==> src/hw/aluPkg.sv <==
package aluPkg;

    localparam int opWidth      = 5;                     // ALU opcode width
    localparam int regAddrWidth = 3;                     // Eight registers
    localparam int immWidth     = 8;                     // Immediate field width

    // Arithmetic group
    localparam logic [opWidth-1:0] opAdd      = 5'b00000; // A + B
    localparam logic [opWidth-1:0] opAddInc   = 5'b00001; // A + B + 1
    localparam logic [opWidth-1:0] opInc      = 5'b00011; // A + 1
    localparam logic [opWidth-1:0] opSubDec   = 5'b00100; // A - B - 1
    localparam logic [opWidth-1:0] opSub      = 5'b00101; // A - B
    localparam logic [opWidth-1:0] opDec      = 5'b00110; // A - 1

    // Shift group
    localparam logic [opWidth-1:0] opShl      = 5'b01000; // A << 1
    localparam logic [opWidth-1:0] opSar      = 5'b01001; // A >>> 1

    // Logic and constant group
    localparam logic [opWidth-1:0] opZero     = 5'b10000; // 0
    localparam logic [opWidth-1:0] opAnd      = 5'b10001; // A & B
    localparam logic [opWidth-1:0] opNotAAndB = 5'b10010; // ~A & B
    localparam logic [opWidth-1:0] opPassB    = 5'b10011; // B
    localparam logic [opWidth-1:0] opAAndNotB = 5'b10100; // A & ~B
    localparam logic [opWidth-1:0] opPassA    = 5'b10101; // A
    localparam logic [opWidth-1:0] opXor      = 5'b10110; // A ^ B
    localparam logic [opWidth-1:0] opOr       = 5'b10111; // A | B
    localparam logic [opWidth-1:0] opNor      = 5'b11000; // ~A & ~B
    localparam logic [opWidth-1:0] opXnor     = 5'b11001; // ~(A ^ B)
    localparam logic [opWidth-1:0] opNotA     = 5'b11010; // ~A
    localparam logic [opWidth-1:0] opNotAOrB  = 5'b11011; // ~A | B
    localparam logic [opWidth-1:0] opNotB     = 5'b11100; // ~B
    localparam logic [opWidth-1:0] opAOrNotB  = 5'b11101; // A | ~B
    localparam logic [opWidth-1:0] opNand     = 5'b11110; // ~A | ~B
    localparam logic [opWidth-1:0] opOne      = 5'b11111; // Constant 1

    // Register-register format, MSB first
    typedef struct packed {
        logic                    isImm;                  // Low in this view
        logic [opWidth-1:0]      aluOp;
        logic [regAddrWidth-1:0] rd;                     // Destination
        logic [regAddrWidth-1:0] ra;                     // Operand A source
        logic [regAddrWidth-1:0] rb;                     // Operand B source
        logic [4:0]              spare;                  // Pads to word size
    } instrRegS;

    // Register-immediate format, same leading fields
    typedef struct packed {
        logic                    isImm;                  // High in this view
        logic [opWidth-1:0]      aluOp;
        logic [regAddrWidth-1:0] rd;
        logic [regAddrWidth-1:0] ra;
        logic [immWidth-1:0]     imm;                    // Signed, extended in issue
    } instrImmS;

    // 20-bit instruction word, decoded by isImm
    typedef union packed {
        instrRegS regFmt;
        instrImmS immFmt;
    } instrWordU;

endpackage

==> src/hw/alu.sv <==
module alu import aluPkg::*; #(
    parameter int dataWidth = 16
) (
    input  logic [opWidth-1:0]   op,
    input  logic [dataWidth-1:0] a,
    input  logic [dataWidth-1:0] b,
    output logic [dataWidth-1:0] y,
    output logic                 z,                      // Result is zero
    output logic                 c,                      // Carry, borrow or shifted-out bit
    output logic                 s,                      // Sign of result
    output logic                 o                       // Signed overflow
);

    localparam int msb = dataWidth - 1;

    logic [dataWidth-1:0] opB;                           // Second arithmetic operand
    logic                 oneIn;                         // Extra +1 or -1 term
    logic [dataWidth:0]   wide;                          // One bit wider sum or difference

    always_comb begin
        opB   = b;
        oneIn = 1'b0;
        wide  = '0;
        y     = '0;                                      // Unlisted codes give zero
        c     = 1'b0;
        o     = 1'b0;
        case (op)
            opAdd, opAddInc, opInc: begin
                if (op == opInc) begin
                    opB = '0;                            // Increment ignores B
                end
                oneIn = (op != opAdd);
                wide  = {1'b0, a} + {1'b0, opB} + {{dataWidth{1'b0}}, oneIn};
                y     = wide[msb:0];
                c     = wide[dataWidth];                 // Carry out of top bit
                // Same-sign operands but result sign flipped
                o     = (a[msb] == opB[msb]) && (y[msb] != a[msb]);
            end
            opSubDec, opSub, opDec: begin
                if (op == opDec) begin
                    opB = '0;                            // Subtrahend is just the 1
                end
                oneIn = (op != opSub);
                wide  = {1'b0, a} - {1'b0, opB} - {{dataWidth{1'b0}}, oneIn};
                y     = wide[msb:0];
                c     = wide[dataWidth];                 // Borrow when subtrahend exceeds a
                // Opposite-sign operands and result sign differs from a
                o     = (a[msb] != opB[msb]) && (y[msb] != a[msb]);
            end
            opShl: begin
                y = {a[msb-1:0], 1'b0};
                c = a[msb];                              // Lost MSB
            end
            opSar: begin
                y = {a[msb], a[msb:1]};                  // Sign bit kept
                c = a[0];                                // Lost LSB
            end
            opZero: begin
                y = '0;
            end
            opAnd: begin
                y = a & b;
            end
            opNotAAndB: begin
                y = ~a & b;
            end
            opPassB: begin
                y = b;
            end
            opAAndNotB: begin
                y = a & ~b;
            end
            opPassA: begin
                y = a;
            end
            opXor: begin
                y = a ^ b;
            end
            opOr: begin
                y = a | b;
            end
            opNor: begin
                y = ~a & ~b;
            end
            opXnor: begin
                y = ~(a ^ b);
            end
            opNotA: begin
                y = ~a;
            end
            opNotAOrB: begin
                y = ~a | b;
            end
            opNotB: begin
                y = ~b;
            end
            opAOrNotB: begin
                y = a | ~b;
            end
            opNand: begin
                y = ~a | ~b;
            end
            opOne: begin
                y = {{(dataWidth-1){1'b0}}, 1'b1};       // Literal one, not all ones
            end
            default: begin
                y = '0;
            end
        endcase
    end

    // Flags common to every opcode
    assign s = y[msb];
    assign z = (y == '0);

endmodule

==> src/hw/aluCore.sv <==
module aluCore import aluPkg::*; #(
    parameter int dataWidth = 16
) (
    input  logic                 clk,
    input  logic                 arstN,
    input  logic                 instrValid,
    input  instrWordU            instr,
    output logic [dataWidth-1:0] result,
    output logic                 resultValid,
    output logic                 flagZ,
    output logic                 flagC,
    output logic                 flagS,
    output logic                 flagO
);

    logic [regAddrWidth-1:0] rdAddrA, rdAddrB;           // Issue read addresses
    logic [dataWidth-1:0]    rdDataA, rdDataB;
    logic                    wbEn;                       // Write-back and bypass source
    logic [regAddrWidth-1:0] wbAddr;
    logic [dataWidth-1:0]    wbData;
    logic                    exValid;                    // Issue to execute
    logic [opWidth-1:0]      exOp;
    logic [dataWidth-1:0]    exA, exB;
    logic [regAddrWidth-1:0] exRd;

    regFile #(.dataWidth(dataWidth)) regFileInst (
        .clk    (clk),
        .arstN  (arstN),
        .rdAddrA(rdAddrA),
        .rdAddrB(rdAddrB),
        .rdDataA(rdDataA),
        .rdDataB(rdDataB),
        .wbEn   (wbEn),
        .wbAddr (wbAddr),
        .wbData (wbData)
    );

    issueStage #(.dataWidth(dataWidth)) issueInst (
        .clk       (clk),
        .arstN     (arstN),
        .instrValid(instrValid),
        .instr     (instr),
        .rdAddrA   (rdAddrA),
        .rdAddrB   (rdAddrB),
        .rdDataA   (rdDataA),
        .rdDataB   (rdDataB),
        .wbEn      (wbEn),
        .wbAddr    (wbAddr),
        .wbData    (wbData),
        .exValid   (exValid),
        .exOp      (exOp),
        .exA       (exA),
        .exB       (exB),
        .exRd      (exRd)
    );

    execStage #(.dataWidth(dataWidth)) execInst (
        .clk        (clk),
        .arstN      (arstN),
        .exValid    (exValid),
        .exOp       (exOp),
        .exA        (exA),
        .exB        (exB),
        .exRd       (exRd),
        .wbEn       (wbEn),
        .wbAddr     (wbAddr),
        .wbData     (wbData),
        .result     (result),
        .resultValid(resultValid),
        .flagZ      (flagZ),
        .flagC      (flagC),
        .flagS      (flagS),
        .flagO      (flagO)
    );

endmodule

==> src/hw/execStage.sv <==
module execStage import aluPkg::*; #(
    parameter int dataWidth = 16
) (
    input  logic                    clk,
    input  logic                    arstN,
    input  logic                    exValid,
    input  logic [opWidth-1:0]      exOp,
    input  logic [dataWidth-1:0]    exA,
    input  logic [dataWidth-1:0]    exB,
    input  logic [regAddrWidth-1:0] exRd,
    output logic                    wbEn,
    output logic [regAddrWidth-1:0] wbAddr,
    output logic [dataWidth-1:0]    wbData,
    output logic [dataWidth-1:0]    result,
    output logic                    resultValid,
    output logic                    flagZ,
    output logic                    flagC,
    output logic                    flagS,
    output logic                    flagO
);

    logic [dataWidth-1:0] aluY;
    logic                 aluZ, aluC, aluS, aluO;

    alu #(
        .dataWidth(dataWidth)
    ) aluInst (
        .op(exOp),
        .a (exA),
        .b (exB),
        .y (aluY),
        .z (aluZ),
        .c (aluC),
        .s (aluS),
        .o (aluO)
    );

    // Every valid instruction writes rd, taken at the next edge
    assign wbEn   = exValid;
    assign wbAddr = exRd;
    assign wbData = aluY;

    always_ff @(posedge clk or negedge arstN) begin
        if (!arstN) begin
            result      <= '0;
            resultValid <= 1'b0;
            {flagZ, flagC, flagS, flagO} <= 4'b0000;
        end else begin
            resultValid <= exValid;                      // One-cycle pulse per instruction
            if (exValid) begin                           // Hold last result between instructions
                result <= aluY;
                {flagZ, flagC, flagS, flagO} <= {aluZ, aluC, aluS, aluO};
            end
        end
    end

endmodule

==> src/hw/issueStage.sv <==
module issueStage import aluPkg::*; #(
    parameter int dataWidth = 16
) (
    input  logic                    clk,
    input  logic                    arstN,
    input  logic                    instrValid,
    input  instrWordU               instr,
    output logic [regAddrWidth-1:0] rdAddrA,
    output logic [regAddrWidth-1:0] rdAddrB,
    input  logic [dataWidth-1:0]    rdDataA,
    input  logic [dataWidth-1:0]    rdDataB,
    input  logic                    wbEn,
    input  logic [regAddrWidth-1:0] wbAddr,
    input  logic [dataWidth-1:0]    wbData,
    output logic                    exValid,
    output logic [opWidth-1:0]      exOp,
    output logic [dataWidth-1:0]    exA,
    output logic [dataWidth-1:0]    exB,
    output logic [regAddrWidth-1:0] exRd
);

    logic [dataWidth-1:0] fwdA;                          // Operand A after bypass
    logic [dataWidth-1:0] fwdB;                          // Register B after bypass
    logic [dataWidth-1:0] immExt;                        // Sign-extended immediate
    logic [dataWidth-1:0] opB;                           // Selected operand B

    // Leading fields sit at the same bits in both views
    assign rdAddrA = instr.regFmt.ra;
    assign rdAddrB = instr.regFmt.rb;                    // Don't care in immediate format

    // Bypass the result still sitting in execute
    assign fwdA = (wbEn && (wbAddr == rdAddrA)) ? wbData : rdDataA;
    assign fwdB = (wbEn && (wbAddr == rdAddrB)) ? wbData : rdDataB;

    assign immExt = {{(dataWidth-immWidth){instr.immFmt.imm[immWidth-1]}},
                     instr.immFmt.imm};

    assign opB = instr.immFmt.isImm ? immExt : fwdB;

    // Valid bit is the only control state here
    always_ff @(posedge clk or negedge arstN) begin
        if (!arstN) begin
            exValid <= 1'b0;
        end else begin
            exValid <= instrValid;
        end
    end

    // Operands and fields load every cycle, qualified downstream by exValid
    always_ff @(posedge clk) begin
        exOp <= instr.regFmt.aluOp;
        exA  <= fwdA;
        exB  <= opB;
        exRd <= instr.regFmt.rd;
    end

endmodule

==> src/hw/regFile.sv <==
module regFile import aluPkg::*; #(
    parameter int dataWidth = 16
) (
    input  logic                    clk,
    input  logic                    arstN,
    input  logic [regAddrWidth-1:0] rdAddrA,
    input  logic [regAddrWidth-1:0] rdAddrB,
    output logic [dataWidth-1:0]    rdDataA,
    output logic [dataWidth-1:0]    rdDataB,
    input  logic                    wbEn,
    input  logic [regAddrWidth-1:0] wbAddr,
    input  logic [dataWidth-1:0]    wbData
);

    localparam int numRegs = 2 ** regAddrWidth;

    logic [dataWidth-1:0] regs [numRegs];                // Architectural registers

    // Single write port, whole file cleared on reset
    always_ff @(posedge clk or negedge arstN) begin
        if (!arstN) begin
            regs <= '{default: '0};
        end else if (wbEn) begin
            regs[wbAddr] <= wbData;
        end
    end

    // Raw reads, forwarding is done in issue
    assign rdDataA = regs[rdAddrA];
    assign rdDataB = regs[rdAddrB];

endmodule

==> config.mk <==
export PLATFORM = sky130hd
export DESIGN_NAME = aluCore
export DESIGN_NICKNAME = d
export VERILOG_FILES = /design/src/hw/aluPkg.sv /design/src/hw/alu.sv /design/src/hw/aluCore.sv /design/src/hw/execStage.sv /design/src/hw/issueStage.sv /design/src/hw/regFile.sv
export SDC_FILE = /design/constraint.sdc
export NUM_CORES = 1
export LEC_CHECK = 0
export BUFFER_PORTS_ARGS = -buffer_cell sky130_fd_sc_hd__buf_2
export CAP_MARGIN = 20
export CORE_MARGIN = 2
export CORE_UTILIZATION = 46
export CTS_BUF_LIST = sky130_fd_sc_hd__clkbuf_4 sky130_fd_sc_hd__clkbuf_8
export DETAILED_ROUTE_END_ITERATION = 10
export PLACE_DENSITY = 0.73
export SYNTH_ARGS = -nofsm -noshare
export SYNTH_HDL_FRONTEND = slang
export SYNTH_HIERARCHICAL = 1
export SYNTH_SLANG_ARGS = --single-unit
==> constraint.sdc <==
create_clock -name clk -period 6.39 [get_ports clk]
set_input_delay 0.3195 -clock clk [delete_from_list [all_inputs] [get_ports clk]]
set_output_delay 0.3195 -clock clk [all_outputs]
set_load 0.05 [all_outputs]
==> flow_metrics.py <==
metrics = {
    "worst_setup_path": {
        "worstSetupStartpointType": "flip-flop",
        "reg2regPathDepth": 16,
        "cp_slowest_cell": "dfxtp_1",
        "crit_chain": "nand2b_1 -> nor3_1 -> buf_4 -> nor2_1 -> ha_1 -> inv_1 -> ha_1 -> a21oi_1 -> nand3_1 -> nor3_1 -> nor2_1 -> xor2_1 -> a221o_1 -> or4_4 -> nor3b_2 -> mux2_4",
        "path_class": "reg2reg",
        "slowest_delay_ps": 620,
        "arrival_ps": 5490,
        "endpoint_kind": "flip-flop",
        "critPathRequiredTime_ps": 6800,
        "crit_path_max_fanout": 16,
    },
    "placed_design": {
        "dp_cells": 1696,
        "port-buffer-count": 43,
        "dp_hpwl_mm": 31.6,
        "gp_congestion": 1.02,
    },
    "cells_and_area": {
        "fin_util_pct": 49.7,
        "fin_cells": 1738,
        "layout.nets": 1402,
        "areaGrowthSynthToFinish_pct": 6.12,
        "n_antenna_cell": 0,
        "drive_gt1_share_pct": 25.1,
    },
    "clocking": {
        "post-cts-setup-buffer-count": 0,
        "cts_buffer_depth": 2,
        "cts.sink_count": 190,
        "cts.reportedPaths.clkPinSlew_ps": 90,
        "ctsHoldBuffers": 10,
        "cts_max_level": 4,
        "post_cts_resize_count": 0,
        "cts_tree": "done",
        "cts-root-buf": "clkbuf_8",
        "numCtsBuffers": 17,
        "clock_latency_ps": 480,
    },
    "grt": {
        "grt_pass1_wl_mm": 70.2,
        "grt_max_degree": 80,
        "grt_pass1_vias": 11700,
        "grt.total_usage_pct": 27.7,
        "overflow": 0,
        "antenna_found_initial": 0,
    },
    "route": {
        "wl_per_cell_um": 26.5,
        "vias_per_cell": 6.82,
        "drc_errors": 0,
        "vias": 11800,
        "wirelength_mm": 46.0,
        "ant_nets": 0,
        "detailedRoute.firstPassIterationCount": 6,
        "drtIter0Drc": 1661,
    },
    "yosys": {
        "ys_seq_area_share_pct": 31.7,
        "syn-instance-count": 1351,
        "syn_area_mm2": 0.0144,
        "synth_async_sr_flop_share_pct": 78.9,
        "avgSynthCellArea_um2": 10.6,
        "synth_cell_types": 90,
        "synthTopCellsByCount": "mux2_2 (179), dfrtp_1 (150), nor2_1 (72)",
        "synth_top_area_share_pct": 26.1,
        "syn_nets": 1423,
        "synthTopCellsByArea": "dfrtp_1 (26%), mux2_2 (14%), mux4_1 (10%)",
        "synth-edff-count": 0,
        "yosysTopAreaCell": "dfrtp_1",
        "synth.most_common_cell": "mux2_2",
        "yosys_register_bits": 190,
        "ys.flop_type": "dfrtp_1",
        "ys_warn_count": 6,
    },
    "sta": {
        "holdWs_ps": 102,
        "rsz0062_at_grt": "no",
        "skew_ps": 19.2,
        "slew_viol_final": 0,
        "hold_viol": 0,
        "finalCritPeriodShare_pct": 79.5,
        "setup_viol": 0,
        "tightest_slew_ps": 1110,
        "fin_crit_ps": 5080,
        "fin_tns_setup_ps": 0,
        "max_freq_mhz": 197,
        "maxSlewHeadroom_pct": 26.0,
    },
    "pwr": {
        "vdd_drop_max_v": 0.000280,
        "p_per_area_mw_per_mm2": 485,
        "p_total_mw": 7.40,
        "p_leak_nw": 6.49,
    },
    "die": {
        "core_mm2": 0.0307,
        "die_x_um": 181,
        "dieArea_mm2": 0.0326,
        "num_rows": 64,
        "initial_core_util_pct": 46.8,
        "die_h_um": 181,
        "io_pins": 44,
    },
    "status": {
        "status": "finished, final reports clean",
    },
    "worst_hold_path": {
        "hold_class": "in2reg",
        "min_path_cells": 3,
    },
    "run": {
        "max_cap_viol_count": 0,
    },
}
==> critical path: cells and delay by family, from the launching register on <==
kind            cells  cell delay, ps
buf+inv             2             340
xor+xnor            1             170
simple gates        8            1890
flops               1             620
fa+ha+maj           2             650
compound gates      2            1170
mux                 1             160
==> cells by family after synthesis <==
group                    Yosys count  share of synthesized area (%)
buffers and inverters            186                           6.15
AO/OA/AOI/OAI                    282                           14.1
multiplexers                     278                           28.9
AND/OR/NAND/NOR                  337                           12.9
XOR/XNOR                          29                           1.77
flip-flops                       190                           31.7
adder cells (fa/ha/maj)           49                           4.48
==> flip-flops by register name, indices dropped and copies added (netlist names) <==
name,count
regFileInst/regs,128
execInst/result,16
issueInst/exA,16
issueInst/exB,16
issueInst/exOp,5
issueInst/exRd,3
execInst/flagC,1
execInst/flagO,1
execInst/flagS,1
execInst/flagZ,1
execInst/resultValid,1
issueInst/exValid,1
==> area by class of cell <==
type | instances | area [µm²]
fillers | 2777 | 15400
multi-input cells | 975 | 8950
flip-flops and latches | 190 | 4560
repair buffers | 84 | 554
well taps | 396 | 495
clock buffers | 18 | 248
inverters | 62 | 233
clock inverters | 13 | 200
==> power breakdown <==
group | leakage, nW | switching [mW] | internal (mW) | total [mW]
Clock | 0.219 | 0.462 | 0.413 | 0.875
Combinational | 4.10 | 2.28 | 1.89 | 4.18
Sequential | 2.17 | 0.605 | 1.74 | 2.34
==> routing by layer <==
metal | up-vias | GRT usage [%] | share of wire [%]
met2 | 676 | 44.2 | 46
met4 | 0 | 13.2 | 4.8
li1 | 5126 | - | -
met3 | 148 | 4.53 | 8.0
met1 | 5895 | 36.9 | 41
met5 | - | 0 | 0
==> placed cells by master, fill, tap and decap left out, types with 13 or more instances in the layout <==
cell        n
o41ai_1    16
mux4_1     56
nor2b_1    41
nor3_1     19
o21ai_0    35
buf_4      31
xnor2_1    20
mux2_2    179
nand2_1    65
o211ai_1   24
mux2_4     20
nand4_1    14
dfxtp_1    40
nand3_1    29
inv_1      62
nand2b_1   20
buf_2      42
dfrtp_1   149
o22ai_1    13
clkbuf_8   18
nor2_1     72
mux2i_1    13
a21oi_1    59
ha_1       45
==> through the flow <==
stage                     area [µm²]  setup WS, ps
after floorplan                14400          1630
after global placement         14700          1620
after detailed placement       14700          1600
after CTS                      15200          1550
after global routing           15200          1140
final                          15200          1310
==> path summary, 6_finish.rpt <==
check | startpoint | end | slack [ps]
setup / recovery | issueInst/exOp[2]$_DFF_P_ | execInst/flagZ$_DFFE_PN0P_ | 1310
hold / removal | instr[2] | issueInst/exB[2]$_DFF_P_ | 100
setup reg to reg | issueInst/exOp[2]$_DFF_P_ | execInst/flagZ$_DFFE_PN0P_ | 1310
hold reg to reg | execInst/result[0]$_DFFE_PN0P_ | execInst/result[0]$_DFFE_PN0P_ | 510
max in group asynchronous | arstN | regFileInst/regs[10]$_DFFE_PN0P_ | 4550
min in group asynchronous | arstN | regFileInst/regs[17]$_DFFE_PN0P_ | 410
Power figures use the tool's default switching activity.
